## config.mk

```make
export PLATFORM = sky130hd
export DESIGN_NAME = ex_stage
export DESIGN_NICKNAME = d
export VERILOG_FILES = /design/src/logic/ex_pkg.sv /design/src/logic/ex_stage.sv /design/src/logic/ex_result_reg.sv /design/src/logic/barrel_shifter.sv /design/src/logic/exec_alu.sv /design/src/logic/ex_operand_mux.sv
export SDC_FILE = /design/constraint.sdc
export NUM_CORES = 1
export LEC_CHECK = 0
export BUFFER_PORTS_ARGS = -buffer_cell sky130_fd_sc_hd__buf_2
export CELL_PAD_IN_SITES_DETAIL_PLACEMENT = 0
export CELL_PAD_IN_SITES_GLOBAL_PLACEMENT = 1
export CORE_UTILIZATION = 33
export DETAILED_ROUTE_END_ITERATION = 10
export GPL_TIMING_DRIVEN = 0
export PLACE_DENSITY = 0.73
export SETUP_SLACK_MARGIN = 0.02
export SYNTH_ARGS = -nofsm -noshare
export SYNTH_HDL_FRONTEND = slang
export SYNTH_SLANG_ARGS = --single-unit
```

## constraint.sdc

```tcl
create_clock -name clk -period 1.1 [get_ports clk]
set_input_delay 0.055 -clock clk [delete_from_list [all_inputs] [get_ports clk]]
set_output_delay 0.055 -clock clk [all_outputs]
set_load 0.01 [all_outputs]
```

## src/logic/ex_pkg.sv

```systemverilog
package ex_pkg;

    //////////////////////////////////////////////////////////////////////
    // Register file addressing
    //////////////////////////////////////////////////////////////////////

    // 32 general purpose registers
    localparam int REG_ADDR_W = 5;

    //////////////////////////////////////////////////////////////////////
    // ALU operations
    //////////////////////////////////////////////////////////////////////

    // Encoding as produced by the decoder
    typedef enum logic [3:0] {
        // Signed add, may trap on overflow
        ALU_ADD  = 4'd0,
        ALU_ADDU = 4'd1,
        // Signed subtract, may trap on overflow
        ALU_SUB  = 4'd2,
        ALU_SUBU = 4'd3,
        ALU_AND  = 4'd4,
        ALU_OR   = 4'd5,
        ALU_XOR  = 4'd6,
        ALU_NOR  = 4'd7,
        // Set on less than
        ALU_SLT  = 4'd8,
        ALU_SLTU = 4'd9,
        // Immediate into upper half
        ALU_LUI  = 4'd10
    } alu_op_e;

    //////////////////////////////////////////////////////////////////////
    // Shifter operations
    //////////////////////////////////////////////////////////////////////

    typedef enum logic [1:0] {
        SH_SLL = 2'd0,
        SH_SRL = 2'd1,
        // Sign fill
        SH_SRA = 2'd2
    } shift_op_e;

    //////////////////////////////////////////////////////////////////////
    // Execute result source
    //////////////////////////////////////////////////////////////////////

    typedef enum logic [1:0] {
        RES_ALU    = 2'd0,
        RES_SHIFT  = 2'd1,
        // Branch and link target
        RES_LINK   = 2'd2,
        // Raw operand A, used by the moves
        RES_PASS_A = 2'd3
    } exres_sel_e;

endpackage
```

## src/logic/ex_stage.sv

```systemverilog
module ex_stage
    import ex_pkg::*;
#(
    parameter  int DATA_WIDTH = 32,
    localparam int SHAMT_W    = $clog2(DATA_WIDTH)
) (
    input  logic                  clk,
    input  logic                  arst_n,
    // Issued instruction
    input  logic                  issue,
    input  logic [DATA_WIDTH-1:0] op_a,
    input  logic [DATA_WIDTH-1:0] op_b,
    input  logic [DATA_WIDTH-1:0] imm_ext,
    input  logic [DATA_WIDTH-1:0] pc_4,
    input  logic [SHAMT_W-1:0]    shamt,
    input  alu_op_e               alu_op,
    input  shift_op_e             shift_op,
    input  logic                  b_sel,
    input  logic                  shamt_sel,
    input  exres_sel_e            exres_sel,
    input  logic                  movz,
    input  logic                  movn,
    input  logic                  reg_w,
    input  logic                  of_w_disen,
    input  logic [REG_ADDR_W-1:0] rd_addr,
    // Registered result
    output logic                  res_valid,
    output logic [DATA_WIDTH-1:0] res_data,
    output logic [REG_ADDR_W-1:0] res_rd_addr,
    output logic                  res_reg_w,
    output logic                  res_lf,
    output logic                  res_zf,
    output logic                  res_of
);

    //////////////////////////////////////////////////////////////////////
    // Internal datapath
    //////////////////////////////////////////////////////////////////////

    logic [DATA_WIDTH-1:0] alu_a;
    logic [DATA_WIDTH-1:0] alu_b;
    logic [SHAMT_W-1:0]    shift_amt;
    logic [DATA_WIDTH-1:0] link_target;
    logic [DATA_WIDTH-1:0] alu_res;
    logic [DATA_WIDTH-1:0] shift_res;
    logic                  lf;
    logic                  zf;
    logic                  of;

    // Operand and shift amount selection
    ex_operand_mux #(
        .DATA_WIDTH (DATA_WIDTH)
    ) u_operand_mux (
        .op_a        (op_a),
        .op_b        (op_b),
        .imm_ext     (imm_ext),
        .pc_4        (pc_4),
        .shamt       (shamt),
        .b_sel       (b_sel),
        .shamt_sel   (shamt_sel),
        .movz        (movz),
        .movn        (movn),
        .alu_a       (alu_a),
        .alu_b       (alu_b),
        .shift_amt   (shift_amt),
        .link_target (link_target)
    );

    exec_alu #(
        .DATA_WIDTH (DATA_WIDTH)
    ) u_alu (
        .a   (alu_a),
        .b   (alu_b),
        .op  (alu_op),
        .res (alu_res),
        .lf  (lf),
        .zf  (zf),
        .of  (of)
    );

    // Shifts always act on rt, never the immediate
    barrel_shifter #(
        .DATA_WIDTH (DATA_WIDTH)
    ) u_shifter (
        .data_in  (op_b),
        .amount   (shift_amt),
        .op       (shift_op),
        .data_out (shift_res)
    );

    //////////////////////////////////////////////////////////////////////
    // EX/MEM
    //////////////////////////////////////////////////////////////////////

    // Raw rs feeds the pass-through path for moves
    ex_result_reg #(
        .DATA_WIDTH (DATA_WIDTH)
    ) u_result_reg (
        .clk         (clk),
        .arst_n      (arst_n),
        .issue       (issue),
        .reg_w       (reg_w),
        .of_w_disen  (of_w_disen),
        .movz        (movz),
        .movn        (movn),
        .exres_sel   (exres_sel),
        .rd_addr     (rd_addr),
        .alu_res     (alu_res),
        .shift_res   (shift_res),
        .link_target (link_target),
        .pass_a      (op_a),
        .lf          (lf),
        .zf          (zf),
        .of          (of),
        .res_valid   (res_valid),
        .res_data    (res_data),
        .res_rd_addr (res_rd_addr),
        .res_reg_w   (res_reg_w),
        .res_lf      (res_lf),
        .res_zf      (res_zf),
        .res_of      (res_of)
    );

endmodule

```

## src/logic/ex_result_reg.sv

```systemverilog
module ex_result_reg
    import ex_pkg::*;
#(
    parameter int DATA_WIDTH = 32
) (
    input  logic                  clk,
    input  logic                  arst_n,
    // Instruction control
    input  logic                  issue,
    input  logic                  reg_w,
    input  logic                  of_w_disen,
    input  logic                  movz,
    input  logic                  movn,
    input  exres_sel_e            exres_sel,
    input  logic [REG_ADDR_W-1:0] rd_addr,
    // Result candidates
    input  logic [DATA_WIDTH-1:0] alu_res,
    input  logic [DATA_WIDTH-1:0] shift_res,
    input  logic [DATA_WIDTH-1:0] link_target,
    input  logic [DATA_WIDTH-1:0] pass_a,
    // ALU flags
    input  logic                  lf,
    input  logic                  zf,
    input  logic                  of,
    // EX/MEM outputs
    output logic                  res_valid,
    output logic [DATA_WIDTH-1:0] res_data,
    output logic [REG_ADDR_W-1:0] res_rd_addr,
    output logic                  res_reg_w,
    output logic                  res_lf,
    output logic                  res_zf,
    output logic                  res_of
);

    logic [DATA_WIDTH-1:0] ex_result;
    logic                  reg_w_qual;

    //////////////////////////////////////////////////////////////////////
    // Result select and write qualification
    //////////////////////////////////////////////////////////////////////

    always_comb begin
        case (exres_sel)
            RES_ALU:    ex_result = alu_res;
            RES_SHIFT:  ex_result = shift_res;
            RES_LINK:   ex_result = link_target;
            RES_PASS_A: ex_result = pass_a;
            default:    ex_result = alu_res;
        endcase
    end

    // Kill the write on trapping overflow
    // movz writes only if rt is zero, movn only if not
    assign reg_w_qual = issue && reg_w
                        && !(of_w_disen && of)
                        && !(movz && !zf)
                        && !(movn && zf);

    //////////////////////////////////////////////////////////////////////
    // EX/MEM register
    //////////////////////////////////////////////////////////////////////

    // Valid and write enable live for one cycle per issue
    always_ff @(posedge clk or negedge arst_n) begin
        if (!arst_n) begin
            res_valid <= 1'b0;
            res_reg_w <= 1'b0;
        end else begin
            res_valid <= issue;
            res_reg_w <= reg_w_qual;
        end
    end

    // Payload holds between issues
    always_ff @(posedge clk or negedge arst_n) begin
        if (!arst_n) begin
            res_data    <= '0;
            res_rd_addr <= '0;
            res_lf      <= 1'b0;
            res_zf      <= 1'b0;
            res_of      <= 1'b0;
        end else if (issue) begin
            res_data    <= ex_result;
            res_rd_addr <= rd_addr;
            res_lf      <= lf;
            res_zf      <= zf;
            res_of      <= of;
        end
    end

endmodule

```

## src/logic/barrel_shifter.sv

```systemverilog
module barrel_shifter
    import ex_pkg::*;
#(
    parameter  int DATA_WIDTH = 32,
    localparam int SHAMT_W    = $clog2(DATA_WIDTH)
) (
    input  logic [DATA_WIDTH-1:0] data_in,
    input  logic [SHAMT_W-1:0]    amount,
    input  shift_op_e             op,
    output logic [DATA_WIDTH-1:0] data_out
);

    // One entry per stage plus the input
    logic [DATA_WIDTH-1:0] stage [SHAMT_W+1];
    logic                  shift_left;
    logic                  fill;

    // Mirror the word so one right shifter serves both directions
    function automatic logic [DATA_WIDTH-1:0] reverse(input logic [DATA_WIDTH-1:0] v);
        logic [DATA_WIDTH-1:0] r;
        for (int i = 0; i < DATA_WIDTH; i++) begin
            r[i] = v[DATA_WIDTH-1-i];
        end
        return r;
    endfunction

    assign shift_left = (op == SH_SLL);

    // Sign fill for sra only
    assign fill = (op == SH_SRA) ? data_in[DATA_WIDTH-1] : 1'b0;

    assign stage[0] = shift_left ? reverse(data_in) : data_in;

    //////////////////////////////////////////////////////////////////////
    // Log stages
    //////////////////////////////////////////////////////////////////////

    // Stage i shifts by 2**i when its amount bit is set
    for (genvar i = 0; i < SHAMT_W; i++) begin : g_stage
        localparam int STEP = 1 << i;

        assign stage[i+1] = amount[i]
            ? {{STEP{fill}}, stage[i][DATA_WIDTH-1:STEP]}
            : stage[i];
    end

    // Undo the mirror for left shifts
    assign data_out = shift_left ? reverse(stage[SHAMT_W]) : stage[SHAMT_W];

endmodule

```

## src/logic/exec_alu.sv

```systemverilog
module exec_alu
    import ex_pkg::*;
#(
    parameter int DATA_WIDTH = 32
) (
    input  logic [DATA_WIDTH-1:0] a,
    input  logic [DATA_WIDTH-1:0] b,
    input  alu_op_e               op,
    output logic [DATA_WIDTH-1:0] res,
    // Less than
    output logic                  lf,
    // Result is zero
    output logic                  zf,
    // Signed overflow
    output logic                  of
);

    localparam int HALF = DATA_WIDTH / 2;
    localparam int MSB  = DATA_WIDTH - 1;

    logic [DATA_WIDTH-1:0] sum;
    logic [DATA_WIDTH-1:0] diff;
    logic                  add_of;
    logic                  sub_of;
    logic                  lt_signed;
    logic                  lt_unsigned;

    //////////////////////////////////////////////////////////////////////
    // Adder, subtractor and compare
    //////////////////////////////////////////////////////////////////////

    assign sum  = a + b;
    assign diff = a - b;

    // Same operand signs but sum sign flipped
    assign add_of = (a[MSB] == b[MSB]) && (sum[MSB] != a[MSB]);
    // Operand signs differ and result takes the sign of b
    assign sub_of = (a[MSB] != b[MSB]) && (diff[MSB] != a[MSB]);

    assign lt_signed   = $signed(a) < $signed(b);
    assign lt_unsigned = a < b;

    //////////////////////////////////////////////////////////////////////
    // Result
    //////////////////////////////////////////////////////////////////////

    always_comb begin
        case (op)
            ALU_ADD,
            ALU_ADDU: res = sum;
            ALU_SUB,
            ALU_SUBU: res = diff;
            ALU_AND:  res = a & b;
            ALU_OR:   res = a | b;
            ALU_XOR:  res = a ^ b;
            ALU_NOR:  res = ~(a | b);
            ALU_SLT:  res = {{(DATA_WIDTH-1){1'b0}}, lt_signed};
            ALU_SLTU: res = {{(DATA_WIDTH-1){1'b0}}, lt_unsigned};
            // Low half of b moves up, zero below
            ALU_LUI:  res = {b[HALF-1:0], {HALF{1'b0}}};
            default:  res = '0;
        endcase
    end

    //////////////////////////////////////////////////////////////////////
    // Flags
    //////////////////////////////////////////////////////////////////////

    // Unsigned compare only for sltu
    assign lf = (op == ALU_SLTU) ? lt_unsigned : lt_signed;

    assign zf = (res == '0);

    // Trapping ops only
    always_comb begin
        case (op)
            ALU_ADD: of = add_of;
            ALU_SUB: of = sub_of;
            default: of = 1'b0;
        endcase
    end

endmodule

```

## src/logic/ex_operand_mux.sv

```systemverilog
module ex_operand_mux #(
    parameter  int DATA_WIDTH = 32,
    localparam int SHAMT_W    = $clog2(DATA_WIDTH)
) (
    // Register operands and immediate
    input  logic [DATA_WIDTH-1:0] op_a,
    input  logic [DATA_WIDTH-1:0] op_b,
    input  logic [DATA_WIDTH-1:0] imm_ext,
    input  logic [DATA_WIDTH-1:0] pc_4,
    // Shift amount from the instruction field
    input  logic [SHAMT_W-1:0]    shamt,
    // Selects
    input  logic                  b_sel,
    input  logic                  shamt_sel,
    input  logic                  movz,
    input  logic                  movn,
    // To ALU and shifter
    output logic [DATA_WIDTH-1:0] alu_a,
    output logic [DATA_WIDTH-1:0] alu_b,
    output logic [SHAMT_W-1:0]    shift_amt,
    // To result select
    output logic [DATA_WIDTH-1:0] link_target
);

    //////////////////////////////////////////////////////////////////////
    // Operand selection
    //////////////////////////////////////////////////////////////////////

    // Moves run as 0 | rt through the ALU
    assign alu_a = (movz || movn) ? '0 : op_a;

    // Immediate for I-type, branches and lui
    assign alu_b = b_sel ? imm_ext : op_b;

    // Variable shifts take the amount from rs
    assign shift_amt = shamt_sel ? op_a[SHAMT_W-1:0] : shamt;

    //////////////////////////////////////////////////////////////////////
    // Branch / link target
    //////////////////////////////////////////////////////////////////////

    // Word offset relative to the delay slot
    assign link_target = pc_4 + (imm_ext << 2);

endmodule

```

==> metrics.txt <==
Max transition margin ~8%; run status finished, violations left; setup violators final 36; DR WL/cell 30.06 um; FF-to-FF End u_result_reg.res_data[28]; Post-synth ARST share 100.0%; largest net degree at the start of global routing 43; DRT antenna net count 0; clk root buf clkbuf_16; crit start category input pin; I/O pins just under 200; total length of routed wires a little over 80000 um; area share of the largest cell type after synthesis 11.98%; P per Cell Area ~780 nW/um^2; Die ar. between 40000 and 50000 sq um; Layout area overhead 49.56%; crit path buf inv count 6; Die Height roughly 200 um; Vias approximately 17000; CTS tree done; Synth area leader ha_1; Area contributors post-synth ha_1, dfrtp_1, mux4_2; total gr overflow 0; Slew Viols, Final 0; CP endpoint kind register; dpl cell area ~16000 sq um; Worst-Margin Slew roughly 1.4 ns; WP depth 19; first drt pass iteration count 6; final hold viol count 42; initial core utilization ~34%; GR Util All Layers about two fifths; Commonest cells post-synth nand2_1, nor2_1, a21oi_1; Crit Path Category input pin to register; total power 0.01532 W; Synth cell types 94; Starting DRT DRC Count ~1900; R2R Path Start u_result_reg.res_data[28]; clk slew on worst S/H paths about 0.07 ns; Fmax 0.2565 GHz; CTS Sinks between 40 and 50; routability congestion estimate 1.031; layout cell share with drive strength beyond 1 between 40% and 50%; reg-to-reg setup timing slack 0.19 ns; initial antenna violation count 4; row cnt 72; final cell count without fillers approximately 2700; vias in the first global route 16410; synthesized area 13060 sq um; period utilisation layout 354.5%; Most used DFF post-synth dfrtp_1; clock buffer depth 2; TNS Setup -75.46 ns; final instance area approximately 20000 sq um; Leak 8.147 nW; post-synthesis sequential area ratio between 8 and 9%; Max-Cap Viols 0; Die X-Extent around 200 um; FF+latch count, synth 42; Critical Path Slowest Stage Cell a2111oi_4; Worst Hold Class input pin to async pin; RSZ-0062 raised after global routing true; setup ws final -2.799 ns; syn_nets a little over 2000; Arr. time, crit path 4.12 ns; CP delay by family, top simple AND/OR/NAND/NOR gates; placed insts between 2000 and 3000; Vias/cell about 6.4; Min Clock Period, post-route 3.899 ns; CP Max Fanout 6; total CTS buffers 5; Synth Warn # 0; nets@finish 2451; Hold Slack -0.06145 ns; clock latency at the later pin of the worst-skew pair around 0.30 ns; VDD IR max between 0.5 and 0.6 mV; core box area between 30000 and 40000 sq um; crit-path cells buf_12, clkbuf_16, buf_16, mux2i_4, inv_2, ha_4, or3_4, nor4_4, o31a_1, buf_4, buf_6, a2111oi_4, nor3_2, or4_4, nand4_1, a2111oi_4, nand4_1, or2_1, a211oi_2; most numerous cell in the Yosys netlist nand2_1; EDFF count, synth 0; Setup Skew 0 ns; IO Port Bufs ~190; cell count after synthesis roughly 1800; first-pass GRT wire length ~110000 um; htree depth 2; average size of a mapped cell 7.269 sq um; drt drc 0; R2R depth 2; Critical Path RT ~1.3 ns; post-detail-place hpwl approximately 65000 um; Worst path max stage delay 0.47 ns; failing checks negative hold slack, negative setup slack
-- metal layers --
layer,GRT usage [%],wire length [um],vias up
li1,-,-,7458
met1,47.74,31450,8391
met2,61.44,35550,1068
met3,6.688,7015,319
met4,24.51,6735,6
met5,0,43,-
-- registers in the layout (all words and copies together), names as in the netlist --
signal / cells
u_result_reg.res_data: 32
u_result_reg.res_lf: 1
u_result_reg.res_of: 1
u_result_reg.res_rd_addr: 5
u_result_reg.res_reg_w: 1
u_result_reg.res_valid: 1
u_result_reg.res_zf: 1
-- worst max path at each step --
| stage | from | end |
|---|---|---|
| after global routing | movn | u_result_reg.res_reg_w |
| after floorplan | b_sel | u_result_reg.res_reg_w |
| after detailed placement | b_sel | u_result_reg.res_reg_w |
| final | b_sel | u_result_reg.res_reg_w |
| after CTS | movn | u_result_reg.res_reg_w |
| after global placement | b_sel | u_result_reg.res_reg_w |
-- cell type report --
| type | instances | area (sq um) |
|---|---|---|
| Sequential cell | 42 | 1051 |
| Multi-Input combinational cell | 1523 | 13700 |
| Clock inverter | 3 | 25.02 |
| Inverter | 114 | 460.4 |
| Clock buffer | 5 | 125.1 |
| Fill cell | 3798 | 19300 |
| Timing Repair Buffer | 368 | 2686 |
| Buffer | 114 | 829.5 |
| Tap cell | 518 | 648.1 |
| Antenna cell | 1 | 2.502 |
-- cells by family after synthesis --
kind of cell,after synthesis,share of synthesized area [%]
xor gates and xnor gates,69,4.629
muxes,152,15.20
AOI/OAI and AO/OA,600,31.97
buffers and inverters,231,7.169
adders and majority gates,128,12.44
and+or+nand+nor,574,20.54
DFF,42,8.051
-- metrics by stage --
| step | hold slack [ns] | util, % | setup slack, ns |
|---|---|---|---|
| CTS | -0.03404 | 46.42 | -2.700 |
| floorplan | -0.2406 | - | -2.254 |
| global placement | 0.2330 | 39.98 | -3.915 |
| global route | 0.007309 | 50.28 | -2.861 |
| detailed placement | 0.2320 | 40.04 | -3.914 |
| finish | -0.06145 | 50.29 | -2.799 |
-- placed cells by master (no fill, tap or decap), types with 12 or more instances in the layout --
cell      netlist  layout
a21o_1         33      32
a21oi_4         0      12
buf_4           3     121
a31oi_1        26      19
ha_1          125      92
a211oi_2        1      16
nand2b_1       16      13
mux4_2         32      32
buf_12          0      18
a21oi_1       140     102
mux2_4          0      17
a21oi_2         1      27
dfrtp_1        42      42
nor2b_1        25      20
o211ai_1       30      30
nor2_2          1      17
nand2_1       186     176
o21ai_2         1      20
mux2_2         50      33
nor2_1        164     141
clkbuf_1       72      46
mux2i_4         0      23
xor2_1         24      24
nor3_1         37      30
xnor2_1        45      39
o21ai_1         1      15
nand3_1        42      34
and2_1         17      13
o21ai_0       103      63
buf_2          28     201
a211oi_1       50      27
inv_1         112      82
o21a_1         15      14
nand4_1        12      12
mux2i_1        70      40
buf_6           3      59
inv_2           0      23
ha_4            0      24
-- where the power goes --
part,switching [W],internal [W],total [W]
logic,0.00705,0.00473,0.0118
clock network,0.000730,0.000855,0.00159
registers,0.000186,0.00176,0.00195
-- what timing repair did --
action                     4_1_cts  5_1_grt
hold endpoints to repair        49        0
setup endpoints to repair       41       36
buffers inserted                96       76
pin swaps                       88      114
cloned                           2        2
gates resized for setup        318      215
hold buffers                     7        0
Note: power is estimated with default switching activity, not from simulation.
